==> src/hw/dcache_pkg.sv <==
// data cache shared definitions
package dcache_pkg;

    localparam int way_num     = 2;
    localparam int set_num     = 16;
    localparam int line_words  = 4;
    localparam int offset_bits = 4;   // byte offset within a line
    localparam int index_bits  = 4;
    localparam int tag_bits    = 24;

    typedef logic [31:0]               addr_t;
    typedef logic [31:0]               word_t;
    typedef logic [3:0]                strb_t;
    typedef logic [32*line_words-1:0]  line_t;   // word 0 in the low bits
    typedef logic [tag_bits-1:0]       tag_t;
    typedef logic [index_bits-1:0]     index_t;

    // one tag array entry
    typedef struct packed {
        logic valid;
        logic dirty;
        tag_t tag;
    } tag_entry_t;

    typedef enum logic [2:0] {
        lk_word   = 3'd0,
        lk_half   = 3'd1,
        lk_half_u = 3'd2,
        lk_byte   = 3'd3,
        lk_byte_u = 3'd4
    } load_kind_t;

    // cpu side request
    typedef struct packed {
        logic       write;
        addr_t      addr;
        strb_t      strb;
        word_t      wdata;
        load_kind_t load_kind;
    } cpu_req_t;

    // line-wide memory request
    typedef struct packed {
        logic  write;
        addr_t addr;   // line aligned
        line_t data;   // writes only
    } mem_req_t;

endpackage

==> src/hw/cache_array.sv <==
// per-way set storage
module cache_array #(
    parameter type entry_t = logic [31:0]
) (
    input  logic                clk,
    input  logic                rst_n,
    input  dcache_pkg::index_t  index,
    input  logic                we,
    input  entry_t              wdata,
    output entry_t              rdata
);

    entry_t mem [dcache_pkg::set_num];

    // cleared on reset so all tags come up invalid
    always_ff @(posedge clk) begin
        if (!rst_n) begin
            for (int i = 0; i < dcache_pkg::set_num; i++) begin
                mem[i] <= '0;
            end
        end else if (we) begin
            mem[index] <= wdata;
        end
    end

    assign rdata = mem[index];   // async read

endmodule

==> config.mk <==
export PLATFORM = sky130hd
export DESIGN_NAME = cache_array
export DESIGN_NICKNAME = d
export VERILOG_FILES = /design/src/hw/dcache_pkg.sv /design/src/hw/cache_array.sv
export SDC_FILE = /design/constraint.sdc
export NUM_CORES = 1
export LEC_CHECK = 0
export ABC_AREA = 1
export BUFFER_PORTS_ARGS = -buffer_cell sky130_fd_sc_hd__buf_2
export CAP_MARGIN = 20
export CORE_MARGIN = 3
export CORE_UTILIZATION = 25
export DETAILED_ROUTE_END_ITERATION = 16
export PLACE_DENSITY = 0.45
export SLEW_MARGIN = 20
export SYNTH_ARGS = -nofsm -noshare
export SYNTH_HDL_FRONTEND = slang
export SYNTH_SLANG_ARGS = --single-unit
==> constraint.sdc <==
create_clock -name clk -period 3.35 [get_ports clk]
set_clock_uncertainty 0.05 [all_clocks]
set_input_delay 0.67 -clock clk [delete_from_list [all_inputs] [get_ports clk]]
set_output_delay 0.67 -clock clk [all_outputs]
set_load 0.05 [all_outputs]
### After elaboration in Yosys (flattened, before gate mapping)

Memory sizes are Yosys's and may differ from the RTL's.
Index checks and enable logic that the tools add are counted.

| storage, ports and cells | value |
|---|---|
| register bits | 0 |
| latch bits | 0 |
| RAM bits | 512 |
| ROM bits | 0 |
| input bits | 39 |
| output and inout port bits | 32 |
| logic and storage cells | 9 |
| memories | 1 |

Memories:

| memory | depth | bits a word | rd ports | clocked after Yosys merged registers in | wr ports | line | text |
|---|---|---|---|---|---|---|---|
| mem | 16 | 32 | 1 | 0 | 16 | cache_array.sv:13 | `entry_t mem [dcache_pkg::set_num];` |

| operators by class | value |
|---|---|
| $add $sub $neg | 0 |
| multiply operators | 0 |
| div/mod/pow operators | 0 |
| $lt $le $gt $ge | 0 |
| equality and inequality tests | 0 |
| shift-type cells | 0 |
| muxes and demuxes | 7 |
| bitwise operators | 0 |
| reductions and logical operators | 1 |

Operator list:

| kind | count |
|---|---|
| 2-to-1 mux 32 bit | 1 |
| OR reduction 32 bit | 1 |
| 2-to-1 mux 1 bit | 5 |
| 2-to-1 mux 4 bit | 1 |

### Depth between registers and ports, before layout

| logic depth | value |
|---|---|
| depth in word-level cells | 5 |
| gate-level depth with buffers | 12 |
| depth with buffers taken out | 9 |

### Worst setup path before layout

No wires, ideal clock.

| timing path | value |
|---|---|
| kind | input-to-reg |
| from | in index[0] |
| to | mem mem[11][0] (netlist bit), enable pin |
| setup time | 389 ps |
| data arrival time | 2343 ps |
| required time | 2911 ps |
| slack | 567 ps |
| cell stages on the path | 7 |
| path buffers | 3 |
| cell sequence | buf_2 > inv_2 > buf_2 > nor3_2 > nand2_1 > clkbuf_1 > nand2_1 |

RTL lines:

| element | line | text |
|---|---|---|
| from (decl) | cache_array.sv:7 | `input dcache_pkg::index_t index,` |
| to (decl) | cache_array.sv:13 |  |

==> impl_metrics.yaml <==
status:
  status: "finished clean"
synthesis:
  syn-cell-area_um2: 23700
  postSynthAreaPerCell_um2: 8.71
  ys_ff_latch: 512
  syn_inst: 2721
  yosysTopAreaCell: "edfxtp_1"
  yosysWarnings: 0
  syn-num-nets: 2760
  synth_area_leaders: "edfxtp_1 (65%), nand2_1 (22%), nor2_1 (8.2%), clkbuf_1 (2.3%), inv_1 (1.6%)"
  synth_top_area_share_pct: 64.8
  synthDistinctLibCells: 11
  seq_area_frac_synth_pct: 64.8
grt:
  grt_pass1_wl_um: 118000
  overflow: 0
  grt.met1_usage_pct: 23.8
  gr-usage-met2_pct: 25.6
  antenna_found_initial: 1
  grt_usage_pct: 16.3
  grt_pass1_vias: 17300
  grt_max_degree: 108
  met3_usage_pct: 2.26
  top_usage_layer: "met2"
critical_path:
  required_ns: 2.63
  cp_common_cell: "nand2_1"
  critical_path.slowest_cell: "buf_2"
  slowest_delay_ns: 0.28
  start_kind: "input pin"
  path_cells: "buf_8 > inv_8 > buf_12 > nand2_1 > nand2_1 > nand2_1 > nand2_1 > nand2_1 > nand2_1 > inv_1 > nand2_1 > buf_2"
  critPathBufInv: 5
  crit_family: "buffers and inverters"
  crit_path_end_kind: "output pin"
  crit_fanout: 48
  crit_path_start: "index[0]"
  cp.arrival_ns: 2.30
  path_class: "in -> out"
layout:
  drive_gt1_share_pct: 9.43
  largest_reg_flops: 512
  reg.largest.list: "mem: 512 flops"
  layout.cells.non_filler: 4043
  nNetsFinal: 2785
  area.growth.synth_to_final_pct: 17.9
  fill_cells: 9858
  top_register: "mem"
floorplan:
  dieArea_um2: 98600
  top_level_ports: 71
  core_um2: 93700
  dieWidth_um: 314
  initial_core_util_pct: 25.3
  rows: 112
  die_y_um: 314
placement:
  place_inst: 3943
  dp_hpwl_um: 44100
  place_ws_ns: 0.359
  port_buffers: 70
  globalplace.congestion: 0.744
power:
  p_total_uw: 15100
  peakVddDrop_mv: 0.296
  switching_share_pct: 26.1
  p_switching_uw: 3950
  p_leak_uw: 0.0122
  internal_power_uw: 11200
  pwr_density_cell_nw_per_um2: 541
  power_frac_seq_pct: 49.6
  p_comb_share_pct: 11.3
  p_clk_share_pct: 39.1
drt:
  finalWirelength_um: 80500
  drtIter0Drc: 1497
  vias: 17700
  vias_per_cell: 4.38
  ant_nets: 0
  routedWlPerCell_um: 19.9
  drc: 0
  drtPass1Iterations: 7
sta:
  tns_ns: 0
  rsz0062_at_grt: "no"
  drv_slew: 0
  final-setup-viol-count: 0
  setup_ws_ns: 0.335
  final_hold_viol_count: 0
  maxSlewHeadroom_pct: 50.7
  tightest_slew_ns: 0.739
  fin_crit_ns: 3.02
  period_share_pct: 90.0
  max_freq_mhz: 332
  fin_hold_ws_ns: 0.579
cts:
  ctsLongestPathBuffers: 3
  htreeDepth: 2
  cts.sinks: 512
  hold_buffers: 0
  cts_setup_buffers: 0
  cts.reportedPaths.clkPinSlew_ns: 0.06
  cts-root-buf: "clkbuf_16"
  cts_resized: 0
  cts_tree: "built"
  cts_buffers: 55
min_path:
  min_from: "wdata[18]"
  min_path_type: "in -> reg"
run:
  cap_violations: 0
cell usage after synthesis:
| cell type | n |
|---|---|
| nor3_2 | 4 |
| clkinv_1 | 1 |
| inv_1 | 99 |
| nor2_1 | 515 |
| clkbuf_1 | 144 |
| clkbuf_2 | 1 |
| inv_2 | 1 |
| buf_1 | 19 |
| buf_2 | 15 |
| edfxtp_1 | 512 |
| nand2_1 | 1410 |
cell usage in the layout (no fill, tap or decap), drive strengths merged:
cell / synthesis / layout
diode: 0 / 1
clkinv: 1 / 29
clkbuf: 145 / 64
nand2: 1410 / 1410
nor2: 515 / 515
buf: 34 / 147
inv: 100 / 102
nor3: 4 / 4
clkinvlp: 0 / 1
bufinv: 0 / 4
edfxtp: 512 / 512
layout make-up:
cell class	count	area [um^2]	area share [%]
clock inverters	35	262	0.935
repair buffers	147	1580	5.66
well taps	1254	1570	5.61
clock buffers	64	1410	5.04
multi-input cells	1929	7370	26.4
diodes	1	2.50	0.00895
flip-flops and latches	512	15400	55.0
inverters	101	389	1.39
layer usage:
| metal | vias up | wire (um) |
|---|---|---|
| met3 | 86 | 4880 |
| li1 | 8529 | - |
| met5 | - | 0 |
| met1 | 8599 | 38200 |
| met4 | 0 | 1510 |
| met2 | 485 | 35900 |
worst paths after layout:
check                        to  slack [ns]  cells past startpoint
max                   rdata[30]        0.33                     12
min    mem[1][18]$_SDFFCE_PN0P_        0.58                      3
cell families after synthesis:
family,count (synthesis),synth area share (%)
flops,512,64.8
simple gates,1929,30.6
buf+inv,280,4.52
through the flow:
step                util, %  cell area [um^2]
finish                 29.8             28000
global route           29.8             28000
CTS                    29.8             28000
detailed placement     28.0             26300
global placement       28.0             26300
floorplan                 -             23700
worst min-delay path, delay by kind of cell:
| kind | cells | cell delay [ns] |
|---|---|---|
| AND/OR/NAND/NOR | 1 | 0.16 |
| buffers and inverters | 2 | 0.27 |
power by group through the flow:
stage | combinational (uW) | clock, uW | sequential (uW)
after floorplan | 976 | 0 | 7610
after global placement | 1740 | 0 | 7630
after detailed placement | 1730 | 0 | 7630
after CTS | 1740 | 6060 | 7500
after global routing | 1880 | 6290 | 7530
final | 1710 | 5910 | 7490
Note: power is estimated with default switching activity, not from simulation.
