==> src/hw/dcache_pkg.sv <==
// data cache shared definitions
package dcache_pkg;

    localparam int way_num     = 2;
    localparam int set_num     = 16;
    localparam int line_words  = 4;
    localparam int offset_bits = 4;   // byte offset within a line
    localparam int index_bits  = 4;
    localparam int tag_bits    = 24;

    typedef logic [31:0]               addr_t;
    typedef logic [31:0]               word_t;
    typedef logic [3:0]                strb_t;
    typedef logic [32*line_words-1:0]  line_t;   // word 0 in the low bits
    typedef logic [tag_bits-1:0]       tag_t;
    typedef logic [index_bits-1:0]     index_t;

    // one tag array entry
    typedef struct packed {
        logic valid;
        logic dirty;
        tag_t tag;
    } tag_entry_t;

    typedef enum logic [2:0] {
        lk_word   = 3'd0,
        lk_half   = 3'd1,
        lk_half_u = 3'd2,
        lk_byte   = 3'd3,
        lk_byte_u = 3'd4
    } load_kind_t;

    // cpu side request
    typedef struct packed {
        logic       write;
        addr_t      addr;
        strb_t      strb;
        word_t      wdata;
        load_kind_t load_kind;
    } cpu_req_t;

    // line-wide memory request
    typedef struct packed {
        logic  write;
        addr_t addr;   // line aligned
        line_t data;   // writes only
    } mem_req_t;

endpackage

==> src/hw/byte_lane_unit.sv <==
// store merge and load extraction
module byte_lane_unit (
    input  dcache_pkg::word_t      word_in,
    input  dcache_pkg::word_t      wdata,
    input  dcache_pkg::strb_t      wstrb,
    input  logic [1:0]             byte_off,
    input  dcache_pkg::load_kind_t load_kind,
    output dcache_pkg::word_t      merged,
    output dcache_pkg::word_t      load_data
);

    logic [15:0] half_sel;
    logic [7:0]  byte_sel;

    // per-byte strobe mux
    always_comb begin
        for (int b = 0; b < 4; b++) begin
            merged[8*b +: 8] = wstrb[b] ? wdata[8*b +: 8] : word_in[8*b +: 8];
        end
    end

    assign half_sel = byte_off[1] ? word_in[31:16] : word_in[15:0];
    assign byte_sel = word_in[8*byte_off +: 8];

    always_comb begin
        case (load_kind)
            dcache_pkg::lk_half: begin
                load_data = {{16{half_sel[15]}}, half_sel};
            end
            dcache_pkg::lk_half_u: begin
                load_data = {16'h0000, half_sel};
            end
            dcache_pkg::lk_byte: begin
                load_data = {{24{byte_sel[7]}}, byte_sel};
            end
            dcache_pkg::lk_byte_u: begin
                load_data = {24'h000000, byte_sel};
            end
            default: begin
                load_data = word_in;   // word load, no extension
            end
        endcase
    end

endmodule

==> config.mk <==
export PLATFORM = sky130hd
export DESIGN_NAME = byte_lane_unit
export DESIGN_NICKNAME = d
export VERILOG_FILES = /design/src/hw/dcache_pkg.sv /design/src/hw/byte_lane_unit.sv
export SDC_FILE = /design/constraint.sdc
export NUM_CORES = 1
export LEC_CHECK = 0
export BUFFER_PORTS_ARGS = -buffer_cell sky130_fd_sc_hd__buf_2
export CORE_ASPECT_RATIO = 2
export CORE_MARGIN = 1
export CORE_UTILIZATION = 39
export DETAILED_ROUTE_END_ITERATION = 6
export PLACE_DENSITY = 0.91
export SYNTH_ARGS = -nofsm -noshare
export SYNTH_HDL_FRONTEND = slang
export SYNTH_SLANG_ARGS = --single-unit
==> constraint.sdc <==
create_clock -name vclk -period 3.35
set_clock_uncertainty 0.05 [all_clocks]
set_input_delay 0.1675 -clock vclk [all_inputs]
set_output_delay 0.1675 -clock vclk [all_outputs]
set_load 0.02 [all_outputs]
* Word level (Yosys, flattened, before mapping)
Index checks and enable logic that the tools add are counted.
** Word-level totals
- Register bits after elaboration :: 0
- Bits in latches :: 0
- Memory bits (writable) :: 0
- Bits in read-only memories :: 0
- Input bits :: 73
- Output and inout bits :: 64
- Logic and storage cells :: 11
- Memories kept :: 0
** Cells by class
- Add/sub/neg operators :: 0
- Multiply operators :: 0
- Div/mod/pow operators :: 0
- Magnitude comparators :: 0
- Equal/unequal tests :: 4
- Shift-type cells :: 1
- Mux-type cells :: 6
- Bitwise logic cells :: 0
- Reductions and logical operators :: 0
** Operators by type and width (count)
- $pmux 32 s4 :: 1
- $mux 8 :: 4
- $shiftx 32x6->8 :: 1
- $mux 16 :: 1
- $eq 3x2->1 const B :: 2
- $eq 3x1->1 const B :: 1
- $eq 3x3->1 const B :: 1

* Logic depth before layout (Yosys ltp)
Gate-level depths: netlist of the first run.
- Depth after elaboration :: 2
- Gate-level depth with buffers :: 6

* Worst setup path before layout of the first run
OpenSTA, ideal clock, no wires.
- Kind :: input to output
- Start point :: in load_kind[1]
- End point :: out load_data[0]
- Arrival :: 1.448 ns
- Path slack :: 1.685 ns
- Cell stages on the path :: 5
- Path through :: clkbuf_8 or3b_2 nor2_1 o21ai_1 o221ai_1
** Between the ends
- Cells in the longest elaborated chain, start to end :: 2
- Elaborated cells between the ends (all ways) :: 5
- Those cells by class :: eq/ne (4); mux (1)
** RTL lines
- from (decl) :: RTL line byte_lane_unit.sv:7 : input dcache_pkg::load_kind_t load_kind,
- $eq 3x3->1, or another cell as far along :: RTL line byte_lane_unit.sv:26 : case (load_kind)
- $pmux 32 s4 * :: RTL line byte_lane_unit.sv:26
- to (decl) :: RTL line byte_lane_unit.sv:9 : output dcache_pkg::word_t load_data
Mark *: on every way between the ends. The rest lies on a longest branch, timed or not.

* Worst setup path after layout of the first run
- Start point :: in byte_off[1]
- End point :: out load_data[25]
** Between the ends
- Cells in the longest elaborated chain, start to end :: 2
- Elaborated cells between the ends (all ways) :: 3
- Those cells by class :: shift (1); mux (2)
** RTL lines
- from (decl) :: RTL line byte_lane_unit.sv:6 : input logic [1:0] byte_off,
- $shiftx 32x6->8 / $mux 16 (equally long branches) :: RTL line byte_lane_unit.sv:23, byte_lane_unit.sv:22
- $pmux 32 s4 * :: RTL line byte_lane_unit.sv:26
Marked as above.

==> results of run 1 <==
==> critical path: stages <==
cell    delay [ps]
buf_2          330
mux4_2         360
nor2_4          50
nor3_4         570
a21o_2         170
buf_2          160
==> worst max-delay path by stage <==
stage / depth (start not counted) / start / endpoint
final: 6 / byte_off[1] / load_data[25]
after global routing: 6 / byte_off[1] / load_data[25]
after floorplan: 5 / load_kind[1] / load_data[0]
after CTS: 6 / byte_off[1] / load_data[25]
after global placement: 6 / load_kind[2] / load_data[5]
after detailed placement: 6 / byte_off[1] / load_data[19]
==> cell families (layout without fill, tap and decap cells) <==
| kind of cell | Yosys count | after routing |
|---|---|---|
| AOI/OAI and AO/OA | 58 | 58 |
| buffers and inverters | 31 | 156 |
| and+or+nand+nor | 51 | 51 |
| muxes | 25 | 25 |
| adders and majority gates | 8 | 8 |
| xor gates and xnor gates | 1 | 1 |
==> synth_stat cells, drive strengths merged <==
cell type,instances,area [um^2]
nor3b,2,15.0
nor2,5,26.3
a21boi,7,52.6
a2111oi,1,8.76
a21o,17,135
or3,1,6.26
o41ai,1,8.76
or2b,1,8.76
o221ai,7,61.3
mux2i,7,70.1
o21ai,20,100
mux4,1,22.5
o32a,1,10.0
and3,1,7.51
nand2b,1,6.26
nand2,26,97.6
xor2,1,8.76
buf,6,43.8
nand3,1,5.00
nor3,11,77.6
inv,17,63.8
maj3,8,80.1
a21oi,3,15.0
clkbuf,8,50.1
or3b,1,8.76
nor2b,1,6.26
mux2,17,191
a311o,1,10.0
==> report_power, final <==
group          internal (mW)  switching [mW]  leakage, nW  total (mW)
clock network              0               0            0           0
logic                  0.148           0.223         1.09       0.371
registers                  0               0            0           0
==> layout by cell type (no fill, tap or decap) <==
master     netlist  layout
buf_2            2     137
nand2_1         26      26
o21ai_0         19      19
inv_1           17      17
mux2_2          17      17
a21o_1          11      11
nor3_1           9       9
maj3_1           8       8
mux2i_1          7       7
o221ai_1         7       7
a21boi_0         7       7
a21o_2           6       6
nor2_1           4       4
a21oi_1          3       3
nor3_4           2       2
nor3b_1          2       2
buf_4            1       2
mux4_2           1       1
or2b_2           1       1
or3_1            1       1
nand2b_1         1       1
or3b_2           1       1
and3_2           1       1
o21ai_1          1       1
o32a_1           1       1
xor2_1           1       1
nor2_4           1       1
nor2b_1          1       1
a2111oi_0        1       1
nand3_1          1       1
o41ai_1          1       1
a311o_1          1       1
==> metal layers <==
layer | global-route usage | up-vias | share of wire
met3 | 0.0221 | 12 | 0.079
li1 | - | 878 | -
met4 | 0.0935 | 0 | 0.033
met5 | 0 | - | 0
met2 | 0.519 | 103 | 0.54
met1 | 0.302 | 825 | 0.34
==> metrics by stage <==
| step | std cells | cell area (um^2) | total power [mW] | hold WS [ps] |
|---|---|---|---|---|
| finish | 329 | 1840 | 0.371 | 605 |
| global route | 329 | 1840 | 0.402 | 635 |
| CTS | 329 | 1840 | 0.372 | 609 |
| detailed placement | 329 | 1840 | 0.371 | 609 |
| global placement | 329 | 1840 | 0.364 | 604 |
| floorplan | 174 | 1200 | 0.235 | 440 |
==> final cells by class <==
class                           count  area [um^2]  area share
Timing Repair Buffer              139          701       0.380
Tap cell                           30         37.5      0.0204
Multi-Input combinational cell    143         1040       0.565
Inverter                           17         63.8      0.0346
==> impl_metrics.json, run 1 <==
{
  "arrival_ps": 1820,
  "hold_viol": 0,
  "hp-class": "in2out",
  "whs_path_depth": 4,
  "fin_crit_sh": 0.608,
  "nFlopsAndLatches": 0,
  "drive_gt1_frac": 0.565,
  "syn_to_final_growth_pct": 53.8,
  "critPathCaptureType": "output pin",
  "io_pins": 137,
  "netlist_instances": 174,
  "totalWireLength_um": 4840,
  "antenna_found_initial": 0,
  "synth-seq-area-share": 0,
  "grt_usage": 0.281,
  "irDropWorstVdd_uv": 126,
  "port_buffers": 137,
  "gp_congestion": 0.867,
  "first_iter_violations": 31,
  "crit_path_start_kind": "input pin",
  "worst_pin_slew_ps": 639,
  "hold_end": "merged[22]",
  "relSlewSlack": 0.573,
  "p_per_area_mw_per_mm2": 201,
  "final_nets": 374,
  "rows": 28,
  "fin_util": 0.626,
  "wl_per_cell_um": 14.7,
  "dr.pass1.iters": 4,
  "post_cts_buffers": 0,
  "nFillCells": 295,
  "hold_buffers": 0,
  "p_leak_nw": 1.09,
  "worst_slack_ps": 1310,
  "grt_pass1_wl_um": 6880,
  "drc_errors": 0,
  "via_per_inst": 5.53,
  "rsz0062_at_grt": "false",
  "status": "complete, no violations",
  "drv_slew": 0,
  "syn-num-nets": 247,
  "synth_top_family_by_area": "compound AO/OA/AOI/OAI gates",
  "die_w_um": 41.2,
  "avgSynthCellArea_um2": 6.88,
  "yosys.area_share.simple": 0.222,
  "cts_resized": 0,
  "period_minus_slack_ps": 2040,
  "start_util": 0.407,
  "num_antenna_cells": 0,
  "synthAdderAreaFrac": 0.0669,
  "clock_buffer_count": 0,
  "seqCellArea_um2": 0,
  "synth_xor_xnor_area_share": 0.00731,
  "critPathKind": "in2out",
  "synth-compound-area-share": 0.335,
  "cp_max_fo": 18,
  "core_mm2": 0.00294,
  "hpwl_um": 4070,
  "hp-start": "wdata[22]",
  "tns_ps": 0,
  "grt_pass1_vias": 1617,
  "overflow": 0,
  "vias": 1818,
  "die-area_mm2": 0.00331,
  "preCtsSetupSlack_ps": 1310,
  "maxCapViolCount": 0,
  "setup_viol": 0,
  "cp.required_ps": 3130,
  "timing.fmax_mhz": 491,
  "yosysUniqueCellTypes": 36,
  "synthMuxAreaShare": 0.237,
  "grt_max_degree": 19,
  "die_h_um": 80.4,
  "synth_area_mm2": 0.00120,
  "synth_warnings": 0,
  "ant_nets": 0
}
Power figures use the tool's default switching activity.
==> inputs of run 2 (changes only) <==
--- a/config.mk
+++ b/config.mk
@@ -8,9 +8,9 @@
 export BUFFER_PORTS_ARGS = -buffer_cell sky130_fd_sc_hd__buf_2
 export CORE_ASPECT_RATIO = 2
 export CORE_MARGIN = 1
-export CORE_UTILIZATION = 39
+export CORE_UTILIZATION = 36
 export DETAILED_ROUTE_END_ITERATION = 6
-export PLACE_DENSITY = 0.91
+export PLACE_DENSITY = 0.85
 export SYNTH_ARGS = -nofsm -noshare
 export SYNTH_HDL_FRONTEND = slang
 export SYNTH_SLANG_ARGS = --single-unit
==> constraint.sdc (replaced) <==
create_clock -name vclk -period 2.1
set_clock_uncertainty 0.05 [all_clocks]
set_input_delay 0.105 -clock vclk [all_inputs]
set_output_delay 0.105 -clock vclk [all_outputs]
set_load 0.02 [all_outputs]
==> impl_metrics.json, run 2 (synthesis gave the netlist of run 1 again) <==
{
  "status": "complete, no violations",
  "hold_viol": 0,
  "hold_buffers": 0,
  "drive_gt1_frac": 0.568,
  "critPathKind": "in2out",
  "setup_viol": 0,
  "crit_start": "byte_off[0]",
  "cp_max_fo": 16,
  "clock_buffer_count": 0,
  "p_leak_nw": 1.10,
  "totalWireLength_um": 4750,
  "die_w_um": 42.8,
  "final_nets": 376,
  "cts_resized": 0,
  "hold_end": "merged[22]",
  "drv_slew": 0,
  "irDropWorstVdd_uv": 182,
  "grt_max_degree": 17,
  "num_antenna_cells": 0,
  "start_util": 0.379,
  "post_cts_buffers": 0,
  "vias": 1813,
  "crit_path_start_kind": "input pin",
  "grt_pass1_vias": 1705,
  "nFlopsAndLatches": 0,
  "syn_to_final_growth_pct": 55.2,
  "fin_util": 0.589,
  "wl_per_cell_um": 14.3,
  "period_minus_slack_ps": 1760,
  "most-common-layout-cells": "buf_2, nand2_1, o21ai_0",
  "cp.required_ps": 1950,
  "core_mm2": 0.00316,
  "first_iter_violations": 56,
  "critPathCaptureType": "output pin",
  "arrival_ps": 1600,
  "dr.pass1.iters": 4,
  "nFillCells": 322,
  "ant_nets": 0,
  "relSlewSlack": 0.592,
  "timing.fmax_mhz": 569,
  "port_buffers": 137,
  "antenna_found_initial": 0,
  "io_pins": 137,
  "tns_ps": 0,
  "worst_pin_slew_ps": 610,
  "p_per_area_mw_per_mm2": 318,
  "preCtsSetupSlack_ps": 328,
  "grt_usage": 0.252,
  "final_common_cell": "buf_2",
  "maxCapViolCount": 0,
  "fin_crit_sh": 0.837,
  "hp-class": "in2out",
  "multiInputGateArea_mm2": 0.00104,
  "rsz0062_at_grt": "false",
  "whs_path_depth": 4,
  "hpwl_um": 4080,
  "gp_congestion": 0.869,
  "worst_slack_ps": 343,
  "seqCellArea_um2": 0,
  "overflow": 0,
  "grt_pass1_wl_um": 7430,
  "hp-start": "wdata[22]",
  "via_per_inst": 5.46,
  "drc_errors": 0,
  "die-area_mm2": 0.00357,
  "die_h_um": 83.6,
  "rows": 29
}
## run 2: changes by cell type in the layout (fill, tap and decap cells not counted), sizes merged
cell and change:
buf +2
## run 2: area by class of cell
| cell class | count | share of cell area |
|---|---|---|
| tap | 31 | 0.0209 |
| multi-input combinational | 143 | 0.560 |
| inverter | 17 | 0.0343 |
| timing repair buffer | 141 | 0.385 |
## run 2: worst max path at each step
stage | to | slack (ps) | cells past startpoint
after floorplan | load_data[0] | 560 | 5
after global placement | load_data[25] | 370 | 6
after detailed placement | load_data[23] | 330 | 6
after CTS | load_data[23] | 330 | 6
after global routing | load_data[23] | 240 | 6
final | load_data[23] | 340 | 6
## run 2: per-stage QoR
step / cell area (um^2) / total power [mW] / std cells / hold slack [ps]
2_1_floorplan: 1200 / 0.376 / 174 / 315
3_3_place_gp: 1860 / 0.583 / 332 / 476
3_5_place_dp: 1860 / 0.591 / 332 / 482
4_1_cts: 1860 / 0.593 / 332 / 482
5_1_grt: 1860 / 0.633 / 332 / 507
6_report: 1860 / 0.591 / 332 / 481
## run 2: where the power goes
| group | internal [mW] | switching [mW] | total [mW] |
|---|---|---|---|
| clock network | 0 | 0 | 0 |
| logic | 0.238 | 0.354 | 0.591 |
| registers | 0 | 0 | 0 |
## run 2: metal layers
| metal | track usage | routed length, um |
|---|---|---|
| met5 | 0 | 0 |
| met4 | 0.0682 | 150 |
| met3 | 0.0281 | 312 |
| met2 | 0.514 | 2710 |
| met1 | 0.244 | 1580 |
## run 2: critical path: stages
cell,delay (ps)
buf_2,150
mux4_2,430
nor2_4,50
nor3_4,550
a21o_2,170
buf_2,150
