### config.mk
export PLATFORM = sky130hd
export DESIGN_NAME = dcache_ctrl
export DESIGN_NICKNAME = d
export VERILOG_FILES = /design/src/hw/dcache_pkg.sv /design/src/hw/dcache_ctrl.sv
export SDC_FILE = /design/constraint.sdc
export NUM_CORES = 1
export LEC_CHECK = 0
export BUFFER_PORTS_ARGS = -buffer_cell sky130_fd_sc_hd__buf_4
export CORE_AREA = 3 3 391 393
export DETAILED_ROUTE_END_ITERATION = 10
export DIE_AREA = 0 0 394 396
export GPL_TIMING_DRIVEN = 0
export PLACE_DENSITY = 0.3
export SYNTH_ARGS = -nofsm -noshare
export SYNTH_HDL_FRONTEND = slang
export SYNTH_SLANG_ARGS = --single-unit
### constraint.sdc
create_clock -name clk -period 4 [get_ports clk]
set_input_delay 0.6 -clock clk [delete_from_list [all_inputs] [get_ports clk]]
set_output_delay 0.6 -clock clk [all_outputs]
set_load 0.02 [all_outputs]
### src/hw/dcache_pkg.sv
// data cache shared definitions
package dcache_pkg;

    localparam int way_num     = 2;
    localparam int set_num     = 16;
    localparam int line_words  = 4;
    localparam int offset_bits = 4;   // byte offset within a line
    localparam int index_bits  = 4;
    localparam int tag_bits    = 24;

    typedef logic [31:0]               addr_t;
    typedef logic [31:0]               word_t;
    typedef logic [3:0]                strb_t;
    typedef logic [32*line_words-1:0]  line_t;   // word 0 in the low bits
    typedef logic [tag_bits-1:0]       tag_t;
    typedef logic [index_bits-1:0]     index_t;

    // one tag array entry
    typedef struct packed {
        logic valid;
        logic dirty;
        tag_t tag;
    } tag_entry_t;

    typedef enum logic [2:0] {
        lk_word   = 3'd0,
        lk_half   = 3'd1,
        lk_half_u = 3'd2,
        lk_byte   = 3'd3,
        lk_byte_u = 3'd4
    } load_kind_t;

    // cpu side request
    typedef struct packed {
        logic       write;
        addr_t      addr;
        strb_t      strb;
        word_t      wdata;
        load_kind_t load_kind;
    } cpu_req_t;

    // line-wide memory request
    typedef struct packed {
        logic  write;
        addr_t addr;   // line aligned
        line_t data;   // writes only
    } mem_req_t;

endpackage

### src/hw/dcache_ctrl.sv
// data cache controller
module dcache_ctrl (
    input  logic                   clk,
    input  logic                   rst_n,
    input  logic                   req_valid,
    input  dcache_pkg::cpu_req_t   req,
    output logic                   req_ready,
    output logic                   resp_valid,
    output dcache_pkg::word_t      resp_rdata,
    output logic                   mem_req_valid,
    output dcache_pkg::mem_req_t   mem_req,
    input  logic                   mem_req_ready,
    input  logic                   mem_resp_valid,
    input  dcache_pkg::line_t      mem_resp_data,
    output dcache_pkg::index_t     index,
    input  dcache_pkg::tag_entry_t tag_rdata [dcache_pkg::way_num],
    input  dcache_pkg::line_t      data_rdata [dcache_pkg::way_num],
    output logic [dcache_pkg::way_num-1:0] tag_we,
    output logic [dcache_pkg::way_num-1:0] data_we,
    output dcache_pkg::tag_entry_t tag_wdata,
    output dcache_pkg::line_t      data_wdata,
    output dcache_pkg::word_t      sel_word,
    output dcache_pkg::word_t      req_wdata,
    output dcache_pkg::strb_t      req_wstrb,
    output logic [1:0]             byte_off,
    output dcache_pkg::load_kind_t load_kind,
    input  dcache_pkg::word_t      merged,
    input  dcache_pkg::word_t      load_data
);

    typedef enum logic [2:0] {
        st_idle,
        st_lookup,
        st_wb_req,
        st_wb_wait,
        st_rf_req,
        st_rf_wait
    } state_t;

    state_t               state, state_next;
    dcache_pkg::cpu_req_t req_q;
    dcache_pkg::tag_t     req_tag;
    logic [1:0]           word_off;
    logic [dcache_pkg::way_num-1:0] hit;
    logic                 hit_any;
    logic                 hit_way;
    logic                 victim;
    logic                 lru [dcache_pkg::set_num];   // points at the next victim
    dcache_pkg::line_t    store_line;

    assign req_tag  = req_q.addr[31 -: dcache_pkg::tag_bits];
    assign index    = req_q.addr[dcache_pkg::offset_bits +: dcache_pkg::index_bits];
    assign word_off = req_q.addr[dcache_pkg::offset_bits-1:2];
    assign byte_off = req_q.addr[1:0];

    // tag compare across ways
    always_comb begin
        for (int w = 0; w < dcache_pkg::way_num; w++) begin
            hit[w] = tag_rdata[w].valid && (tag_rdata[w].tag == req_tag);
        end
    end

    assign hit_any = |hit;
    assign hit_way = hit[1];        // two ways
    assign victim  = lru[index];

    // byte lane operands
    assign sel_word  = data_rdata[hit_way][32*word_off +: 32];
    assign req_wdata = req_q.wdata;
    assign req_wstrb = req_q.strb;
    assign load_kind = req_q.load_kind;

    always_comb begin
        store_line = data_rdata[hit_way];
        store_line[32*word_off +: 32] = merged;
    end

    assign req_ready     = (state == st_idle);
    assign resp_valid    = (state == st_lookup) && hit_any;
    assign resp_rdata    = load_data;
    assign mem_req_valid = (state == st_wb_req) || (state == st_rf_req);

    always_comb begin
        mem_req.write = (state == st_wb_req);
        mem_req.data  = data_rdata[victim];
        if (state == st_wb_req) begin
            mem_req.addr = {tag_rdata[victim].tag, index, {dcache_pkg::offset_bits{1'b0}}};
        end else begin
            mem_req.addr = {req_tag, index, {dcache_pkg::offset_bits{1'b0}}};
        end
    end

    // array writes, store hit or refill
    always_comb begin
        tag_we           = '0;
        data_we          = '0;
        tag_wdata.valid  = 1'b1;
        tag_wdata.dirty  = 1'b1;
        tag_wdata.tag    = req_tag;
        data_wdata       = store_line;
        if (state == st_lookup && hit_any && req_q.write) begin
            tag_we[hit_way]  = 1'b1;
            data_we[hit_way] = 1'b1;
        end else if (state == st_rf_wait && mem_resp_valid) begin
            tag_we[victim]   = 1'b1;
            data_we[victim]  = 1'b1;
            tag_wdata.dirty  = 1'b0;   // fresh line is clean
            data_wdata       = mem_resp_data;
        end
    end

    always_comb begin
        state_next = state;
        case (state)
            st_idle: begin
                if (req_valid) begin
                    state_next = st_lookup;
                end
            end
            st_lookup: begin
                if (hit_any) begin
                    state_next = st_idle;
                end else if (tag_rdata[victim].valid && tag_rdata[victim].dirty) begin
                    state_next = st_wb_req;
                end else begin
                    state_next = st_rf_req;
                end
            end
            st_wb_req:  if (mem_req_ready)  state_next = st_wb_wait;
            st_wb_wait: if (mem_resp_valid) state_next = st_rf_req;
            st_rf_req:  if (mem_req_ready)  state_next = st_rf_wait;
            st_rf_wait: if (mem_resp_valid) state_next = st_lookup;   // retry hits
            default:    state_next = st_idle;
        endcase
    end

    always_ff @(posedge clk) begin
        if (!rst_n) begin
            state <= st_idle;
        end else begin
            state <= state_next;
        end
    end

    always_ff @(posedge clk) begin
        if (req_valid && req_ready) begin
            req_q <= req;
        end
    end

    // lru flips to the other way on every hit
    always_ff @(posedge clk) begin
        if (!rst_n) begin
            for (int i = 0; i < dcache_pkg::set_num; i++) begin
                lru[i] <= 1'b0;
            end
        end else if (state == st_lookup && hit_any) begin
            lru[index] <= ~hit_way;
        end
    end

endmodule

# Word-level counts from Yosys, hierarchy flattened

Memory sizes are Yosys's and may differ from the RTL's. A register that Yosys moved wholly into a read port is not among the register bits.
Index checks and enable logic that the tools add are counted.

Input bits: 577
Flip-flop bits (word level): 75
Memories kept: 1
Output and inout bits: 431
RAM bits: 16

$lt $le $gt $ge: 6
Add/subtract/negate cells: 1
Bitwise gates (word level): 3
Eq/ne operators: 12
Reduce and logical (&&, ||, !) cells: 14
Shifts and indexed selects: 3
Multiplexer cells: 37

Memory list:

| memory | words | bits a word | read ports | clocked after memory_dff | wr ports | RTL line          | text |
|---|---|---|---|---|---|---|---|
| lru    | 16    | 1           | 1          | 1                        | 16       | dcache_ctrl.sv:48 | `logic lru [dcache_pkg::set_num];` |

Operators with widths:

| operator                                                                      | count |
|---|---|
| 128-bit two-way mux                                                           | 8 |
| 128-bit bitwise mux                                                           | 1 |
| 32-bit by 34-bit variable shift with 128-bit output (first input constant)    | 1 |
| 128-bit by 8-bit indexed part select with 32-bit output                       | 1 |
| 32-bit by 34-bit indexed part select with 128-bit output                      | 1 |
| 26-bit two-way mux                                                            | 3 |
| 24-bit == test                                                                | 2 |
| 7-bit negation with 34-bit output                                             | 1 |
| 32-bit two-way mux                                                            | 1 |
| 3-bit two-way mux                                                             | 7 |
| 3-bit case mux with 6 select lines                                            | 1 |
| 1-bit two-way mux                                                             | 10 |
| 1-bit logical AND                                                             | 9 |
| 4-bit two-way mux                                                             | 2 |
| 2-bit != test (second input constant)                                         | 4 |
| 3-bit by 2-bit == test with 1-bit output (second input constant)              | 2 |
| 3-bit == test (second input constant)                                         | 2 |
| 5-bit AND reduction                                                           | 1 |
| 2-bit >= comparator (second input constant)                                   | 2 |
| 1-bit by 2-bit less-than comparator with 1-bit output (second input constant) | 2 |
| 2-bit two-way mux                                                             | 2 |
| 1-bit NOT with 2-bit output                                                   | 2 |
| 3-bit by 1-bit == test with 1-bit output (second input constant)              | 1 |
| 3-bit zero test                                                               | 1 |
| other kinds (7)                                                               | 9 |

# Logic depth before layout (Yosys ltp)

Gate-level depths: netlist of run 1.

Depth in word-level cells: 9
Mapped depth: 11

# Least setup slack after synthesis of run 1

OpenSTA, ideal clock, no wires.

Kind: flip-flop to flip-flop
Start point: reg state[2]
End point: reg (tool-made name)
Stages on the path, launching flop included: 5
Library setup time: 127 ps
Path slack: 228 ps
Arrival: 3645 ps
Buffers on the path: 1
Cells stage by stage: dfxtp_1 > nor3_1 > and2_1 > clkbuf_1 > mux2_2

RTL lines:

| what                   | RTL line           | text |
|---|---|---|
| from (decl)            | dcache_ctrl.sv:40  | `state_t state, state_next;` |
| from (signal assigned) | dcache_ctrl.sv:139 | `state <= st_idle;` |
| from (signal assigned) | dcache_ctrl.sv:141 | `state <= state_next;` |

# Worst setup path in the final report of run 1

Start point: reg req_q (netlist bit tag_wdata[20])
End point: out data_wdata[116]

Longest elaborated chain between the ends: 9

RTL lines:

| what                                                    | RTL line           | text |
|---|---|---|
| from (decl)                                             | dcache_ctrl.sv:41  | `dcache_pkg::cpu_req_t req_q;` |
| from (signal assigned)                                  | dcache_ctrl.sv:147 | `req_q <= req;` |
| 24-bit == test                                          | dcache_ctrl.sv:59  | `hit[w] = tag_rdata[w].valid && (tag_rdata[w].tag == req_tag);` |
| 1-bit logical AND                                       | dcache_ctrl.sv:59  |  |
| 1-bit NOT with 2-bit output (implied by the code)       | dcache_ctrl.sv:74  | `store_line = data_rdata[hit_way];` |
| 128-bit two-way mux (implied by the code) (3 in series) | dcache_ctrl.sv:74  |  |
| 128-bit bitwise mux                                     | dcache_ctrl.sv:75  | `store_line[32*word_off +: 32] = merged;` |
| 128-bit two-way mux                                     | dcache_ctrl.sv:104 | `end else if (state == st_rf_wait && mem_resp_valid) begin` |
| 128-bit two-way mux (*)                                 | dcache_ctrl.sv:101 | `if (state == st_lookup && hit_any && req_q.write) begin` |
| to (decl)                                               | dcache_ctrl.sv:21  | `output dcache_pkg::line_t data_wdata,` |

Every way passes the cells marked *; elsewhere a longest branch is shown, timed or not. The select of a mux whose other input is x is not followed.

==> results of run 1 <==
==> cell families after synthesis <==
group | count (synthesis)
compound gates | 581
xor+xnor | 49
fa+ha+maj | 5
buf+inv | 316
flops | 95
mux | 325
other cells | 2
simple gates | 377
==> final timing paths <==
check                                             start                 endpoint  slack, ns  depth (start not counted)
worst max-delay path            tag_wdata[20]$_DFFE_PP_          data_wdata[116]       0.11                          9
worst min-delay path                            req[58]  tag_wdata[11]$_DFFE_PP_       0.39                          1
worst max register to register  tag_wdata[11]$_DFFE_PP_           lru[9]$_DFF_P_       1.15                          8
worst min register to register          lru[13]$_DFF_P_          lru[13]$_DFF_P_       0.48                          2
==> flip-flops by register name, summed over array words and instances (netlist names), named ones only <==
| name | flops |
|---|---|
| byte_off | 2 |
| index | 4 |
| load_kind | 3 |
| lru | 16 |
| req_q | 3 |
| req_wdata | 32 |
| req_wstrb | 4 |
| state | 3 |
| tag_wdata | 24 |
==> Yosys cell counts (2+ instances only) <==
library cell / count
a211oi_2: 4
a21o_1: 127
a21oi_1: 300
and2_1: 4
and3_1: 3
buf_1: 7
buf_2: 30
buf_4: 125
buf_6: 6
buf_8: 2
clkbuf_1: 110
conb_1: 2
dfxtp_1: 23
edfxtp_1: 72
ha_1: 5
inv_1: 35
mux2_1: 34
mux2_2: 100
mux2i_1: 155
mux4_2: 36
nand2_1: 39
nand2b_1: 2
nand3_1: 129
nand4_1: 8
nand4_2: 3
nor2_1: 157
nor2b_1: 3
nor3_1: 9
nor3b_1: 4
nor4_1: 4
nor4_2: 3
o21ai_0: 141
xnor2_1: 15
xor2_1: 34
==> power by group <==
part	leakage, µW	switching (µW)	total (µW)	internal (µW)
Clock	0.000147	466	958	492
Combinational	0.00991	1760	3070	1310
Sequential	0.000875	59.9	1210	1150
==> routing by layer <==
metal | up-vias | part of all wire [%] | wire (µm) | global-route usage (%)
met5 | - | 0.027 | 44 | 0
met4 | 8 | 2.2 | 3570 | 4.23
met3 | 142 | 5.8 | 9570 | 3.56
met2 | 944 | 49 | 81000 | 35.4
met1 | 9308 | 43 | 70800 | 25.7
li1 | 8322 | - | - | -
==> repair_timing <==
| item | in CTS | in global routing |
|---|---|---|
| gates cloned | 2 | 1 |
| hold buffers | 0 | 0 |
| pin swaps | 7 | 4 |
| endpoints found under the hold margin | 0 | 0 |
| buffers inserted | 28 | 5 |
| setup endpoints to repair | 235 | 57 |
| resized for setup | 157 | 29 |
==> final cells by class <==
type / count / area share, %
Multi-Input combinational cell: 1342 / 38.7
Timing Repair Buffer: 1007 / 30.9
Sequential cell: 95 / 10.5
Tap cell: 2016 / 10.1
Buffer: 275 / 7.75
Clock buffer: 10 / 0.918
Inverter: 36 / 0.562
Clock inverter: 6 / 0.271
Antenna cell: 22 / 0.221
==> per-stage QoR <==
| stage | power, µW | hold WS, ns | setup slack, ns | TNS (ns) | cell area [µm²] |
|---|---|---|---|---|---|
| after CTS | 5330 | 0.349 | -0.0101 | -0.0150 | 24800 |
| after detailed placement | 4270 | 0.466 | -2.51 | -241.46 | 23700 |
| after global placement | 4270 | 0.466 | -3.18 | -406.92 | 23600 |
| after floorplan | 2490 | 0.448 | 0.228 | 0 | 13800 |
| final | 5240 | 0.385 | 0.106 | 0 | 25000 |
| after global routing | 5480 | 0.360 | -0.0418 | -0.0617 | 24900 |
==> critical path: cells and delay by family (launching register included) <==
kind	cells	cell delay [ns]
compound gates	3	0.64
xor+xnor	1	0.22
buf+inv	3	0.90
flops	1	0.46
simple gates	2	0.68
==> impl_metrics.toml, run 1 <==
[place]
portBuffers = 969
place_hpwl_um = 140000
place_inst = 4742
gp_congestion = 0.880

[synth]
netlist.area_leader.share_pct = 15.6
synth_top_family_by_area = "multiplexers"
syn_area_per_cell_um2 = 7.91
ys_ff_latch = 95
synth_largest_area_cell = "edfxtp_1"
synth-compound-area-share_pct = 23.8
synth_seq_area_share_pct = 19.0
synthMuxAreaShare_pct = 28.0
syn-instance-count = 1750
synthesis.area_mm2 = 0.0138
ys.flop_type = "edfxtp_1"
synth_cell_types = 53
synth-adder-area-share_pct = 0.452
synth_warnings = 0
synth-simple-area-share_pct = 12.9
synth_edf_count = 72
synth_area_leaders = "edfxtp_1 16%, mux2i_1 11%, a21oi_1 11%, mux2_2 8.1%, a21o_1 6.9%"
synth_xor_area_share_pct = 3.10
async_reset_ff_share_pct = 0

[setup_path]
critical_path.slowest_cell = "edfxtp_1"
path_cells = "xor2_1 > nor4_4 > nand3_2 > clkbuf_4 > clkbuf_2 > o21ai_1 > a21o_1 > a21oi_1 > buf_4"
cp.required_ns = 3.40
cp_slowest_stage_delay_ns = 0.46
crit_fanout = 11
arrival_ns = 3.29
worstSetupPathType = "flip-flop to output port"
start_kind = "flip-flop"
crit_path_end_kind = "output port"

[clocking]
clk_latency_ns = 0.38
cts_tree = "yes"
cts_root_buf = "clkbuf_16"
clock_path_buffers = 2
cts-buffers-inserted = 9
clock_sinks = 95
htree_levels = 3
clkTransAtPathRegs_ns = 0.09

[layout]
seq_area_mm2 = 0.00262
final_common_cell = "buf_4"
nFillCells = 17300
nets = 3348
layout.cells.non_filler = 4809
final_util_pct = 16.7
multiInputGateArea_mm2 = 0.00966
drive_gt1_share_pct = 51.6
final_cell_mix = "1115 x buf_4, 295 x a21oi_1, 157 x nor2_1"
syn_to_final_growth_pct = 80.3

[sta]
hold_viol_final = 0
setup_viol = 0
finalCritPeriodShare_pct = 97.4
fin_skew_ns = 0.0121
rsz0062_at_grt = "true"
slew_violations = 0
worst_pin_slew_ns = 1.29
post-route-min-period_ns = 3.89
max_slew_margin_pct = 14.3
fmax_mhz = 257

[routing]
drt_pass1_iterations = 6
vias_per_cell = 3.89
drt-initial-drc-count = 1535
ant_nets = 0
vias = 18700
drc = 0
routed_wirelength_um = 165000
wl_per_cell_um = 34.3

[power]
irDropWorstVdd_uv = 204
p_per_area_mw_per_mm2 = 210
p_leak_uw = 0.0109

[global_route]
grt_use_total_pct = 20.2
grt_pass1_wl_um = 207000
antenna_found_initial = 46
grt_max_degree = 53
grt.overflow.total = 0
grt_pass1_vias = 19300

[die]
rows = 142
start_util_pct = 9.24
placeableCoreArea_mm2 = 0.150
fp.dieW_um = 394
io_pins = 1008
fp.dieH_um = 396
die_area_mm2 = 0.156

[worst_hold_path]
hold_class = "input pin to flip-flop"

[run_status]
status = "finished, final reports clean"

[flow_run]
cap_violations = 0
No activity file was read; power rests on OpenSTA's default activity.
==> run 2, diff against run 1 <==
Settings changed: BUFFER_PORTS_ARGS -buffer_cell sky130_fd_sc_hd__buf_4 to unset, CORE_AREA 3 3 391 393 to 3 3 389 391, DIE_AREA 0 0 394 396 to 0 0 392 394, DONT_BUFFER_PORTS set to 1.
==> impl_metrics.toml, run 2 (synthesized netlist as in run 1, its figures left out) <==
[global_route]
use_met1_pct = 24.5
grt_max_degree = 52
grt_pass1_vias = 15600
gr-usage-met3_pct = 5.35
grt_use_total_pct = 19.7
grt.overflow.total = 0
grtUsageMet2_pct = 32.7
antenna_found_initial = 73
grt_pass1_wl_um = 193000
grt-busiest-layer = "met2"

[sta]
max_slew_margin_pct = 12.3
setup_viol = 0
worst_pin_slew_ns = 1.32
setup-tns-final_ns = 0
slew_violations = 0
layout_setup_ws_ns = 0.0862
post-route-min-period_ns = 3.91
rsz0062_at_grt = "true"
hold_viol_final = 0
fmax_mhz = 256
fin_skew_ns = 0.0152
finalCritPeriodShare_pct = 97.8

[setup_path]
reg2reg_slack_ns = 1.15
worstSetupPathType = "flip-flop to output port"
rr_worst_depth = 10
cp-startpoint = "tag_wdata[5]$_DFFE_PP_"
arrival_ns = 3.31
start_kind = "flip-flop"
cp.required_ns = 3.40
crit_path_end_kind = "output port"
reg2reg_from = "tag_wdata[5]$_DFFE_PP_"
crit_end = "sel_word[4]"
r2r-end = "lru[0]$_DFF_P_"
crit_fanout = 5

[place]
gp_congestion = 0.941
place_hpwl_um = 134000
dp_slack_ns = -2.51
portBuffers = 0
place_inst = 3685

[routing]
ant_nets = 0
drc = 0
drt-initial-drc-count = 1379
vias_per_cell = 4.19
routed_wirelength_um = 159000
drt_pass1_iterations = 5
wl_per_cell_um = 42.3
vias = 15800

[layout]
final_cell_mix = "182 x a21oi_1, 157 x nor2_1, 154 x mux2i_1, 154 x buf_4, 138 x o21ai_0"
layout.cells.non_filler = 3770
nets = 2376
final_common_cell = "a21oi_1"
final_util_pct = 12.5
largest_reg_flops = 32
syn_to_final_growth_pct = 33.4
drive_gt1_share_pct = 32.9

[clocking]
clk_latency_ns = 0.38
clock_sinks = 95
cts-buffers-inserted = 9
htree_levels = 3
cts_tree = "yes"
postCtsHoldBufs = 0
cts_root_buf = "clkbuf_16"
clkTransAtPathRegs_ns = 0.08
clock_path_buffers = 2

[die]
start_util_pct = 9.36
die_area_mm2 = 0.154
rows = 141
fp.dieH_um = 394
fp.dieW_um = 392
placeableCoreArea_mm2 = 0.148
io_pins = 1008

[power]
power_uw = 4280
p_per_area_mw_per_mm2 = 232
p_leak_uw = 0.00634
irDropWorstVdd_uv = 238

[run_status]
status = "finished, final reports clean"

[worst_hold_path]
hold_class = "input pin to flip-flop"

[flow_run]
cap_violations = 0
[run 2: worst min path at each step]
stage	start	endpoint	cells after the start
after global placement	lru[7]$_DFF_P_	lru[7]$_DFF_P_	2
after CTS	req[51]	tag_wdata[4]$_DFFE_PP_	0
after floorplan	lru[7]$_DFF_P_	lru[7]$_DFF_P_	2
after global routing	req[71]	req_q[71]$_DFFE_PP_	0
final	req[60]	tag_wdata[13]$_DFFE_PP_	0
after detailed placement	lru[7]$_DFF_P_	lru[7]$_DFF_P_	2
[run 2: where the power goes]
| group | switching, µW | internal [µW] |
|---|---|---|
| sequential | 65.9 | 1150 |
| combinational | 1410 | 626 |
| clock | 442 | 586 |
[run 2: final cells by class]
class,instances,area (µm²)
Buffer,276,1950
Tap cell,1930,2410
Inverter,36,186
Clock buffer,12,256
Multi-Input combinational cell,1342,10500
Sequential cell,95,2620
Timing Repair Buffer,34,387
Fill cell,17000,129000
Clock inverter,4,76.3
Antenna cell,41,103
[run 2: metrics by stage]
step	cell area [µm²]	hold WS [ns]
3_3_place_gp	16300	0.464
5_1_grt	18400	0.275
4_1_cts	18000	0.271
6_report	18500	0.313
3_5_place_dp	16300	0.470
2_1_floorplan	13800	0.448
[run 2: routing by layer]
layer,vias to the layer above,wire (µm)
met3,193,13300
met2,1140,74500
met1,8071,65800
li1,6386,-
met4,8,5670
met5,-,69
[run 2: repair_timing]
action	CTS	global route
gates resized for setup	316	59
pin swaps	8	12
setup endpoints to repair	264	133
gates cloned	1	1
setup buffers	14	16
[run 2: worst max-delay path, cell delays in order (launching register included)]
cell        delay, ns
edfxtp_1         0.47
xor2_1           0.21
nor4_2           0.26
buf_4            0.16
nand4_1          0.15
buf_12           0.19
buf_16           0.15
nor2_8           0.14
buf_12           0.17
buf_16           0.16
mux4_2           0.62
clkinvlp_4       0.19
==> run 3, diff against run 2 <==
Settings changed: CTS_BUF_LIST set to sky130_fd_sc_hd__clkbuf_2 sky130_fd_sc_hd__clkbuf_4 sky130_fd_sc_hd__clkbuf_8.
==> impl_metrics.toml, run 3 (synthesized netlist as in run 1, its figures left out) <==
[run_status]
status = "finished, final reports clean"

[layout]
final_cell_mix = "192 x a21oi_1, 165 x buf_4, 157 x nor2_1"
drive_gt1_share_pct = 33.2
final_common_cell = "a21oi_1"
nFillCells = 17000
fin_area_mm2 = 0.0185
syn_to_final_growth_pct = 33.6
nets = 2389
final_util_pct = 12.5
layout.cells.non_filler = 3790
largest_reg_flops = 32

[setup_path]
worstSetupPathType = "flip-flop to output port"
crit_fanout = 10
crit_path_end_kind = "output port"
crit_end = "data_wdata[106]"
reg2reg_slack_ns = 1.14
cp-startpoint = "tag_wdata[10]$_DFFE_PP_"
arrival_ns = 3.29
r2r-end = "lru[9]$_DFF_P_"
rr_worst_depth = 10
start_kind = "flip-flop"
reg2reg_from = "tag_wdata[5]$_DFFE_PP_"
cp.required_ns = 3.40

[clocking]
htree_levels = 3
clock_sinks = 95
clk_latency_ns = 0.43
postCtsHoldBufs = 0
clkTransAtPathRegs_ns = 0.12
cts_tree = "yes"
cts_root_buf = "clkbuf_8"
cts-buffers-inserted = 9
clock_path_buffers = 2

[power]
power_uw = 4070
p_per_area_mw_per_mm2 = 220
p_leak_uw = 0.00637
irDropWorstVdd_uv = 246

[sta]
finalCritPeriodShare_pct = 97.2
worst_pin_slew_ns = 1.31
fin_skew_ns = 0.0236
rsz0062_at_grt = "true"
max_slew_margin_pct = 12.8
hold_viol_final = 0
slew_violations = 0
fin_hold_ws_ns = 0.259
post-route-min-period_ns = 3.89
setup_viol = 0
fmax_mhz = 257

[place]
placed_area_mm2 = 0.0163
place_hpwl_um = 134000
portBuffers = 0
gp_congestion = 0.941
place_inst = 3685

[routing]
vias = 15700
drt_pass1_iterations = 5
drt-initial-drc-count = 1288
routed_wirelength_um = 159000
ant_nets = 0
vias_per_cell = 4.15
drc = 0
wl_per_cell_um = 42.1

[global_route]
grt-busiest-layer = "met2"
gr-usage-met3_pct = 5.53
use_met1_pct = 24.3
grt_pass1_wl_um = 194000
antenna_found_initial = 70
grt_pass1_vias = 15700
grtUsageMet2_pct = 32.7
grt_use_total_pct = 19.6
grt.overflow.total = 0
grt_max_degree = 52

[flow_run]
cap_violations = 0

[die]
die_area_mm2 = 0.154
placeableCoreArea_mm2 = 0.148
rows = 141
fp.dieW_um = 392
io_pins = 1008
start_util_pct = 9.36
fp.dieH_um = 394

[worst_hold_path]
hold_class = "input pin to flip-flop"
[run 3: cell count changes in the layout (fill, tap and decap cells not counted), sizes merged]
cell    previous run  this run
diode             41        48
buf              203       213
bufbuf             0         1
clkbuf           118       120
[run 3: layout make-up]
cell class,count,area (µm²),area share (%)
clock inverter,4,76.3,0.413
inverter,36,181,0.982
multi-input combinational,1342,10500,56.5
buffer,276,1990,10.8
timing repair buffer,47,468,2.53
antenna,48,120,0.650
tap,1930,2410,13.1
clock buffer,12,159,0.860
sequential,95,2620,14.2
[run 3: layer usage]
metal  wire [µm]  up-vias
met3       13600      173
met1       65200     8066
li1            -     6416
met2       75200     1068
met4        5390        2
met5          13        -
[run 3: worst min-delay path by stage]
stage / startpoint / cells past startpoint / end / slack, ns
2_1_floorplan: lru[7]$_DFF_P_ / 2 / lru[7]$_DFF_P_ / 0.45
3_3_place_gp: lru[7]$_DFF_P_ / 2 / lru[7]$_DFF_P_ / 0.46
3_5_place_dp: lru[7]$_DFF_P_ / 2 / lru[7]$_DFF_P_ / 0.47
4_1_cts: req[51] / 0 / tag_wdata[4]$_DFFE_PP_ / 0.18
5_1_grt: req[60] / 0 / tag_wdata[13]$_DFFE_PP_ / 0.20
6_report: req[51] / 0 / tag_wdata[4]$_DFFE_PP_ / 0.26
[run 3: stage by stage]
| stage | TNS, ns | setup WS, ns |
|---|---|---|
| floorplan | 0 | 0.228 |
| global placement | -419.73 | -3.10 |
| detailed placement | -235.23 | -2.51 |
| CTS | -0.00709 | -0.00709 |
| global route | -0.0403 | -0.0297 |
| finish | 0 | 0.111 |
[run 3: report_power, final]
group | internal (µW) | switching (µW) | leakage (µW) | total (µW)
Combinational | 637 | 1410 | 0.00538 | 2050
Sequential | 1150 | 60.9 | 0.000875 | 1210
Clock | 396 | 415 | 0.000117 | 811
Total | 2180 | 1890 | 0.00637 | 4070
[run 3: repair_timing]
item	CTS	global route
cloned	1	1
setup buffers	33	10
setup endpoints to repair	293	125
pin swaps	19	9
resized for setup	332	31
[run 3: critical path, cell delays in order, from the launching register on]
cell,delay [ns]
edfxtp_1,0.49
xor2_1,0.29
nor4_2,0.06
buf_4,0.14
nand4_1,0.13
buf_12,0.15
clkbuf_4,0.29
clkbuf_2,0.40
o21ai_0,0.23
a21o_1,0.25
a21oi_4,0.40
